<file path="config.mk">
export PLATFORM = sky130hd
export DESIGN_NAME = counter_bank_top
export DESIGN_NICKNAME = d
export VERILOG_FILES = /design/src/design/lfsr_pkg.sv /design/src/design/count_pkg.sv /design/src/design/counter_bank_top.sv /design/src/design/count_event_collector.sv /design/src/design/trojan1.sv /design/src/design/counter_channel.sv /design/src/design/count_cmd_decoder.sv
export SDC_FILE = /design/constraint.sdc
export NUM_CORES = 1
export LEC_CHECK = 0
export BUFFER_PORTS_ARGS = -buffer_cell sky130_fd_sc_hd__buf_2
export CAP_MARGIN = 20
export CORE_AREA = 2 2 150 152
export CTS_BUF_LIST = sky130_fd_sc_hd__clkbuf_2
export CTS_CLUSTER_DIAMETER = 80
export DETAILED_ROUTE_END_ITERATION = 10
export DIE_AREA = 0 0 152 154
export PLACE_DENSITY = 0.8
export SLEW_MARGIN = 5
export SYNTH_ARGS = -nofsm -noshare
export SYNTH_HDL_FRONTEND = slang
export SYNTH_SLANG_ARGS = --single-unit
</file>
<file path="constraint.sdc">
create_clock -name clk -period 8.37 [get_ports clk]
set_input_delay 0.4185 -clock clk [delete_from_list [all_inputs] [get_ports clk]]
set_output_delay 0.4185 -clock clk [all_outputs]
set_load 0.02 [all_outputs]
</file>
<file path="src/design/lfsr_pkg.sv">
/*
 * LFSR and trigger history widths, base seed
 * LFSR state typedefs and next-state function
 */
package lfsr_pkg;

    // LFSR state
    localparam int LFSR_W = 24;

    typedef logic [LFSR_W-1:0] lfsr_t;

    // Bit pointer walks all 24 LFSR bits
    typedef logic [4:0] bitsel_t;

    // Last pointer position before wrapping to 0
    localparam bitsel_t BITSEL_MAX = bitsel_t'(LFSR_W - 1);

    // Channel seeds are this value XOR the channel index
    localparam lfsr_t R1_BASE_SEED = 24'hDEADBE;

    // Trigger history depth
    localparam int HIST_W = 4;

    typedef logic [HIST_W-1:0] hist_t;

    // Fibonacci step, taps 23, 17, 14 and 1
    function automatic lfsr_t lfsr_next(lfsr_t state);
        logic fb;
        fb = state[23] ^ state[17] ^ state[14] ^ state[1];
        return {state[LFSR_W-2:0], fb};
    endfunction

endpackage

</file>
<file path="src/design/count_pkg.sv">
/*
 * Counter datapath widths and value typedefs
 * Trojan payload mask and command opcode encoding
 */
package count_pkg;

    // Counter datapath
    localparam int COUNT_W = 12;

    // Count, load or read-back value
    typedef logic [COUNT_W-1:0] count_t;

    // Top of the full counting range, wrap point for up and down
    localparam count_t COUNT_MAX = {COUNT_W{1'b1}};

    // Payload inverts the low nibble of the output register
    localparam count_t TROJAN_MASK = count_t'(12'h00F);

    // Channel addressing, up to 8 channels
    localparam int MAX_CHAN_W = 3;

    typedef logic [MAX_CHAN_W-1:0] chan_idx_t;

    // Command opcodes
    typedef enum logic [1:0] {
        CMD_HOLD = 2'b00,
        CMD_LOAD = 2'b01,
        CMD_UP   = 2'b10,
        CMD_DOWN = 2'b11
    } cmd_op_e;

endpackage
</file>
<file path="src/design/counter_bank_top.sv">
/*
 * Counter bank: command decoder, NUM_CHAN channels each with a trojan1
 * detector, and the event collector
 */
`timescale 1ns/10ps

module counter_bank_top
    import count_pkg::*;
    import lfsr_pkg::*;
#(
    parameter int NUM_CHAN  = 4,     // 1 to 8
    parameter bit TROJAN_EN = 1'b1   // 0 builds the clean bank
) (
    input  logic                clk,
    input  logic                rst,
    input  logic                cmd_strobe,
    input  cmd_op_e             cmd_op,
    input  chan_idx_t           cmd_chan,
    input  logic                cmd_broadcast,
    input  count_t              cmd_data,
    input  chan_idx_t           read_chan,
    input  logic                status_clear,
    output count_t              read_value,
    output logic [NUM_CHAN-1:0] overflow_status,
    output logic [NUM_CHAN-1:0] underflow_status,
    output logic                irq
);

    // Decoder to channels
    logic   [NUM_CHAN-1:0] count_enable;
    logic   [NUM_CHAN-1:0] count_direction;
    logic   [NUM_CHAN-1:0] load_enable;
    count_t                load_value;

    // Channels to collector
    count_t [NUM_CHAN-1:0] count_value;
    logic   [NUM_CHAN-1:0] overflow_flag;
    logic   [NUM_CHAN-1:0] underflow_flag;

    // Channel and trigger detector pairs
    logic   [NUM_CHAN-1:0] trojan_r1;
    logic   [NUM_CHAN-1:0] trojan_trigger;

    count_cmd_decoder #(
        .NUM_CHAN(NUM_CHAN)
    ) u_decoder (
        .clk            (clk),
        .rst            (rst),
        .cmd_strobe     (cmd_strobe),
        .cmd_op         (cmd_op),
        .cmd_chan       (cmd_chan),
        .cmd_broadcast  (cmd_broadcast),
        .cmd_data       (cmd_data),
        .count_enable   (count_enable),
        .count_direction(count_direction),
        .load_enable    (load_enable),
        .load_value     (load_value)
    );

    for (genvar i = 0; i < NUM_CHAN; i++) begin : g_chan
        // Distinct seed per channel
        counter_channel #(
            .R1_INIT  (R1_BASE_SEED ^ LFSR_W'(i)),
            .TROJAN_EN(TROJAN_EN)
        ) u_channel (
            .clk            (clk),
            .rst            (rst),
            .count_enable   (count_enable[i]),
            .count_direction(count_direction[i]),
            .load_enable    (load_enable[i]),
            .load_value     (load_value),
            .trojan_trigger (trojan_trigger[i]),
            .trojan_r1      (trojan_r1[i]),
            .count_value    (count_value[i]),
            .overflow_flag  (overflow_flag[i]),
            .underflow_flag (underflow_flag[i])
        );

        trojan1 u_trojan (
            .clk    (clk),
            .rst    (rst),
            .r1     (trojan_r1[i]),
            .trigger(trojan_trigger[i])
        );
    end

    count_event_collector #(
        .NUM_CHAN(NUM_CHAN)
    ) u_collector (
        .clk             (clk),
        .rst             (rst),
        .overflow_flag   (overflow_flag),
        .underflow_flag  (underflow_flag),
        .count_value     (count_value),
        .read_chan       (read_chan),
        .status_clear    (status_clear),
        .overflow_status (overflow_status),
        .underflow_status(underflow_status),
        .irq             (irq),
        .read_value      (read_value)
    );

endmodule

</file>
<file path="src/design/count_event_collector.sv">
/*
 * Event collector: sticky wrap status, level interrupt, channel read-back
 */
`timescale 1ns/10ps

module count_event_collector
    import count_pkg::*;
#(
    parameter int NUM_CHAN = 4
) (
    input  logic                        clk,
    input  logic                        rst,
    input  logic   [NUM_CHAN-1:0]       overflow_flag,
    input  logic   [NUM_CHAN-1:0]       underflow_flag,
    input  count_t [NUM_CHAN-1:0]       count_value,
    input  chan_idx_t                   read_chan,
    input  logic                        status_clear,
    output logic   [NUM_CHAN-1:0]       overflow_status,
    output logic   [NUM_CHAN-1:0]       underflow_status,
    output logic                        irq,
    output count_t                      read_value
);

    // Next status, new flags beat a clear on the same edge
    logic [NUM_CHAN-1:0] ovf_status_d;
    logic [NUM_CHAN-1:0] unf_status_d;

    // Read-back mux output
    count_t read_sel;

    assign ovf_status_d = (status_clear ? '0 : overflow_status) | overflow_flag;
    assign unf_status_d = (status_clear ? '0 : underflow_status) | underflow_flag;

    // irq follows the next status so it rises with the status bit
    always_ff @(posedge clk or posedge rst) begin
        if (rst) begin
            overflow_status  <= '0;
            underflow_status <= '0;
            irq              <= 1'b0;
        end else begin
            overflow_status  <= ovf_status_d;
            underflow_status <= unf_status_d;
            irq              <= |{ovf_status_d, unf_status_d};
        end
    end

    // Unpopulated channel reads as 0
    always_comb begin
        read_sel = '0;
        for (int i = 0; i < NUM_CHAN; i++) begin
            if (read_chan == chan_idx_t'(i)) begin
                read_sel = count_value[i];
            end
        end
    end

    always_ff @(posedge clk or posedge rst) begin
        if (rst) begin
            read_value <= '0;
        end else begin
            read_value <= read_sel;
        end
    end

endmodule

</file>
<file path="src/design/trojan1.sv">
/*
 * Trigger detector on the LFSR bit stream
 */
`timescale 1ns/10ps

module trojan1
    import lfsr_pkg::*;
(
    input  logic clk,
    input  logic rst,
    input  logic r1,
    output logic trigger
);

    // Last HIST_W samples of r1, newest in bit 0
    hist_t history;

    // Shift every clock, not only on counting cycles
    always_ff @(posedge clk or posedge rst) begin
        if (rst) begin
            history <= '0;
        end else begin
            history <= {history[HIST_W-2:0], r1};
        end
    end

    // Fires while the whole window is ones
    assign trigger = &history;

endmodule

</file>
<file path="src/design/counter_channel.sv">
/*
 * Counter channel: LFSR with rotating bit pointer, 12-bit up/down core,
 * wrap flags and the output register carrying the trojan payload
 */
`timescale 1ns/10ps

module counter_channel
    import count_pkg::*;
    import lfsr_pkg::*;
#(
    parameter lfsr_t R1_INIT   = R1_BASE_SEED,
    parameter bit    TROJAN_EN = 1'b1
) (
    input  logic   clk,
    input  logic   rst,
    input  logic   count_enable,
    input  logic   count_direction,  // 1 counts down
    input  logic   load_enable,
    input  count_t load_value,
    input  logic   trojan_trigger,
    output logic   trojan_r1,
    output count_t count_value,
    output logic   overflow_flag,
    output logic   underflow_flag
);

    // LFSR state and bit pointer
    lfsr_t   r1_lfsr;
    bitsel_t r1_bit_select;

    // Counter core
    count_t counter;
    logic   at_min;
    logic   at_max;

    // Payload selection
    count_t out_mask;

    // LFSR and pointer advance only on counting cycles
    always_ff @(posedge clk or posedge rst) begin
        if (rst) begin
            r1_lfsr       <= R1_INIT;
            r1_bit_select <= '0;
        end else if (count_enable) begin
            r1_lfsr <= lfsr_next(r1_lfsr);
            if (r1_bit_select == BITSEL_MAX) begin
                r1_bit_select <= '0;
            end else begin
                r1_bit_select <= r1_bit_select + bitsel_t'(1);
            end
        end
    end

    // Selected bit goes out to the trigger detector
    assign trojan_r1 = r1_lfsr[r1_bit_select];

    // Range ends
    assign at_min = (counter == '0);
    assign at_max = (counter == COUNT_MAX);

    // Load wins over counting
    // Flags default low so each wrap gives a one-cycle pulse
    always_ff @(posedge clk or posedge rst) begin
        if (rst) begin
            counter        <= '0;
            overflow_flag  <= 1'b0;
            underflow_flag <= 1'b0;
        end else begin
            overflow_flag  <= 1'b0;
            underflow_flag <= 1'b0;
            if (load_enable) begin
                counter <= load_value;
            end else if (count_enable) begin
                if (!count_direction) begin
                    counter <= counter + count_t'(1);
                    // Up past max wraps to 0
                    overflow_flag <= at_max;
                end else begin
                    counter <= counter - count_t'(1);
                    // Down past 0 wraps to max
                    underflow_flag <= at_min;
                end
            end
        end
    end

    // Clean build ignores the trigger
    assign out_mask = (TROJAN_EN && trojan_trigger) ? TROJAN_MASK : '0;

    // Registered output, one cycle behind the core
    always_ff @(posedge clk or posedge rst) begin
        if (rst) begin
            count_value <= '0;
        end else begin
            count_value <= counter ^ out_mask;
        end
    end

endmodule

</file>
<file path="src/design/count_cmd_decoder.sv">
/*
 * Command decoder: one strobe in, per-channel load and count controls out
 */
`timescale 1ns/10ps

module count_cmd_decoder
    import count_pkg::*;
#(
    parameter int NUM_CHAN = 4
) (
    input  logic                clk,
    input  logic                rst,
    input  logic                cmd_strobe,
    input  cmd_op_e             cmd_op,
    input  chan_idx_t           cmd_chan,
    input  logic                cmd_broadcast,
    input  count_t              cmd_data,
    output logic [NUM_CHAN-1:0] count_enable,
    output logic [NUM_CHAN-1:0] count_direction,
    output logic [NUM_CHAN-1:0] load_enable,
    output count_t              load_value
);

    // Channels addressed by the current command
    logic [NUM_CHAN-1:0] target;

    // Next-cycle control vectors
    logic [NUM_CHAN-1:0] count_en_d;
    logic [NUM_CHAN-1:0] count_dir_d;
    logic [NUM_CHAN-1:0] load_en_d;

    // All ones on broadcast, else one-hot
    // Out-of-range index matches no bit
    always_comb begin
        target = '0;
        if (cmd_broadcast) begin
            target = '1;
        end else begin
            for (int i = 0; i < NUM_CHAN; i++) begin
                if (cmd_chan == chan_idx_t'(i)) begin
                    target[i] = 1'b1;
                end
            end
        end
    end

    // Opcode to control vectors
    always_comb begin
        count_en_d  = '0;
        count_dir_d = '0;
        load_en_d   = '0;
        if (cmd_strobe) begin
            case (cmd_op)
                CMD_LOAD: load_en_d = target;
                CMD_UP:   count_en_d = target;
                CMD_DOWN: begin
                    count_en_d  = target;
                    count_dir_d = target;
                end
                default: ;  // CMD_HOLD leaves everything idle
            endcase
        end
    end

    // Controls live for one cycle only
    always_ff @(posedge clk or posedge rst) begin
        if (rst) begin
            count_enable    <= '0;
            count_direction <= '0;
            load_enable     <= '0;
        end else begin
            count_enable    <= count_en_d;
            count_direction <= count_dir_d;
            load_enable     <= load_en_d;
        end
    end

    // Shared load payload, captured with the strobe
    always_ff @(posedge clk) begin
        if (cmd_strobe) begin
            load_value <= cmd_data;
        end
    end

endmodule

</file>
==> results_dict.tcl <==
set metrics [dict create \
    crit_arrival_ns 3.23 \
    synthFlopType "dfrtp_1" \
    yosysSeqAreaShare 0.532 \
    drive_above_1_share 0.304 \
    htreeDepth 3 \
    place_area_mm2 0.0139 \
    slowest_delay_ns 0.66 \
    pin_count 46 \
    rows 54 \
    initial_core_util 0.622 \
    crit_slowest_cell "dfrtp_1" \
    swShare 0.340 \
    coreArea_mm2 0.0217 \
    yosys_register_bits 281 \
    fill_cells 1546 \
    vias_per_cell 5.94 \
    hold_depth 4 \
    die_h_um 154 \
    fin_ws_ns 5.83 \
    insertion_delay_ns 0.83 \
    power_density_mw_per_mm2 280 \
    power_leakage_nw 6.57 \
    grt_pass1_vias 9081 \
    final.setup.tns_ns 0 \
    yosys-top-cells-area "dfrtp_1 37%, dfstp_2 13%, mux2_2 8.1%, mux4_2 6.7%, ha_1 4.1%" \
    clock_path_buffers 3 \
    pwr-share-seq 0.529 \
    synthArstFlopShare 0.957 \
    fin_skew_ns 0.0431 \
    slew_headroom 0.392 \
    antenna_left 0 \
    final_cell_mix "201 x dfrtp_1, 105 x clkbuf_2, 97 x mux2_2" \
    yosys.area.top_type "dfrtp_1" \
    gp_congestion 0.909 \
    combPwrFrac 0.254 \
    dp_cells 1364 \
    hp-start "cmd_chan[2]" \
    place_hpwl_um 18600 \
    power_switching_mw 1.41 \
    wl_per_cell_um 18.2 \
    required_ns 9.06 \
    synth_cells 1081 \
    grt_first_pass_wirelength_um 46100 \
    drv_slew 0 \
    setup_viol 0 \
    clkPwrFrac 0.217 \
    status "finished clean" \
    max_freq_mhz 393 \
    overflow 0 \
    cts_setup_buffers 0 \
    wl_um 27700 \
    synth_edf_count 12 \
    layout_commonest_cell "dfrtp_1" \
    yosysWarnings 0 \
    avgSynthCellArea_um2 12.5 \
    portBuffers 45 \
    fin_crit_sh 0.304 \
    fin_cells 1519 \
    rr_worst_depth 7 \
    post-place-ws_ns 5.84 \
    tightest_slew_ns 0.912 \
    dieWidth_um 152 \
    via_count 9020 \
    synth_cell_types 62 \
    min_to "u_decoder.count_enable[1]" \
    drc 0 \
    final_nets 1256 \
    worstPathCellList "ha_1 -> nor2b_4 -> o31a_1 -> a311o_1 -> a21oi_2 -> nor4_1 -> or3_1" \
    cts_buffers 71 \
    drtIter0Drc 694 \
    period_minus_slack_ns 2.54 \
    cts.sinks 281 \
    clk_pin_slew_ns 0.10 \
    synth_top_area_frac 0.373 \
    postLayoutCellArea_mm2 0.0148 \
    finalHoldViolCount 0 \
    antenna_found_initial 1 \
    dieArea_mm2 0.0234 \
    r2r_setup_slack_ns 5.83 \
    cp_max_fo 14 \
    tritoncts "done" \
    dr.pass1.iters 7 \
    synthesis.nets 1154 \
    reg2reg_from "u_decoder.count_direction[3]" \
    grt_max_degree 141 \
    maxCapViolCount 0 \
    synth_area_mm2 0.0135 \
    clockRootBuffer "clkbuf_2" \
    timing.rr.end "g_chan[3].u_channel.counter[10]" \
    cellInternalPower_mw 2.74 \
    hp-class "primary input to flop" \
    critPathCaptureType "flop" \
    rsz0062_at_grt "no" \
    ir_drop_mv 0.132 \
    start_kind "flop" \
    path_class "flop to flop" \
    grt_use_total 0.244 \
    syn_to_final_growth_pct 9.92 \
]
-- power by group through the flow --
stage                     registers (mW)  clock network, mW  logic (mW)
after CTS                           2.19              0.929        1.06
after global routing                2.25               1.01        1.17
after floorplan                     2.01                  0       0.946
after detailed placement            2.21                  0        1.04
after global placement              2.20                  0        1.01
final                               2.19              0.901        1.05
-- kinds of logic (layout without fill, tap and decap cells) --
kind of cell	after synthesis	after routing	share of synthesized area
DFF	281	281	0.532
buffers and inverters	77	234	0.0224
other	0	1	0
xor gates and xnor gates	59	59	0.0383
AOI/OAI and AO/OA	218	218	0.104
adders and majority gates	48	48	0.0467
muxes	156	156	0.162
and+or+nand+nor	242	242	0.0952
-- how the worst max path moves through the flow --
stage | start | end | cells past startpoint
3_3_place_gp | u_decoder.count_direction[3] | g_chan[3].u_channel.counter[10] | 7
4_1_cts | u_decoder.count_direction[3] | g_chan[3].u_channel.counter[10] | 7
6_report | u_decoder.count_direction[3] | g_chan[3].u_channel.counter[10] | 7
2_1_floorplan | rst | g_chan[0].u_channel.count_value[0] | 1
3_5_place_dp | u_decoder.count_direction[3] | g_chan[3].u_channel.counter[10] | 7
5_1_grt | u_decoder.count_direction[3] | g_chan[3].u_channel.counter[8] | 8
-- registers in the layout, summed over array words and instances (netlist names) --
signal	count
g_chan.u_channel.r1_lfsr	96
g_chan.u_channel.count_value	48
g_chan.u_channel.counter	48
g_chan.u_channel.r1_bit_select	20
g_chan.u_trojan.history	16
u_collector.read_value	12
u_decoder.load_value	12
g_chan.u_channel.overflow_flag	4
g_chan.u_channel.underflow_flag	4
u_collector.overflow_status	4
u_collector.underflow_status	4
u_decoder.count_direction	4
u_decoder.count_enable	4
u_decoder.load_enable	4
u_collector.irq	1
-- worst max-delay path: cells and delay by family, from the launching register on --
| family | cells | cell delay (ns) |
|---|---|---|
| flip-flops | 1 | 0.66 |
| AO/OA/AOI/OAI | 3 | 0.83 |
| adder cells (fa/ha/maj) | 1 | 0.36 |
| AND/OR/NAND/NOR | 3 | 0.58 |
-- timing repair --
action,in CTS,in global routing
hold buffers,26,0
resized for setup,0,0
endpoints found under the hold margin,161,0
-- cell usage after synthesis (19+ instances only) --
| cell type | number |
|---|---|
| dfrtp_1 | 201 |
| mux2_2 | 97 |
| dfstp_2 | 68 |
| o21ai_0 | 63 |
| xnor2_1 | 52 |
| nor2_1 | 50 |
| nand2_1 | 49 |
| a21oi_1 | 47 |
| ha_1 | 44 |
| mux4_2 | 40 |
| clkbuf_1 | 36 |
| inv_1 | 27 |
| nor2b_1 | 24 |
| nor3_1 | 22 |
| a21o_1 | 19 |
| mux2i_1 | 19 |
-- cell type report --
| type | count | area [um^2] | area share |
|---|---|---|---|
| multi-input cells | 723 | 6010 | 0.405 |
| clock buffers | 105 | 526 | 0.0354 |
| clock inverters | 23 | 115 | 0.00776 |
| diodes | 1 | 2.50 | 0.000169 |
| flip-flops and latches | 281 | 7180 | 0.484 |
| repair buffers | 77 | 531 | 0.0358 |
| inverters | 29 | 116 | 0.00785 |
| well taps | 280 | 350 | 0.0236 |
-- through the flow --
step	total power, mW	utilization	hold slack, ns
6_report	4.15	0.684	0.137
5_1_grt	4.43	0.684	0.179
4_1_cts	4.18	0.684	0.0872
3_5_place_dp	3.26	0.642	0.361
3_3_place_gp	3.21	0.642	0.357
2_1_floorplan	2.95	-	0.353
-- routing by layer --
| metal | track usage | vias to the layer above | part of all wire |
|---|---|---|---|
| met4 | 0.0850 | 0 | 0.018 |
| met5 | 0 | - | 0 |
| li1 | - | 4245 | - |
| met3 | 0.0564 | 44 | 0.069 |
| met1 | 0.356 | 4445 | 0.45 |
| met2 | 0.366 | 286 | 0.46 |
Note: power is estimated with default switching activity, not from simulation.
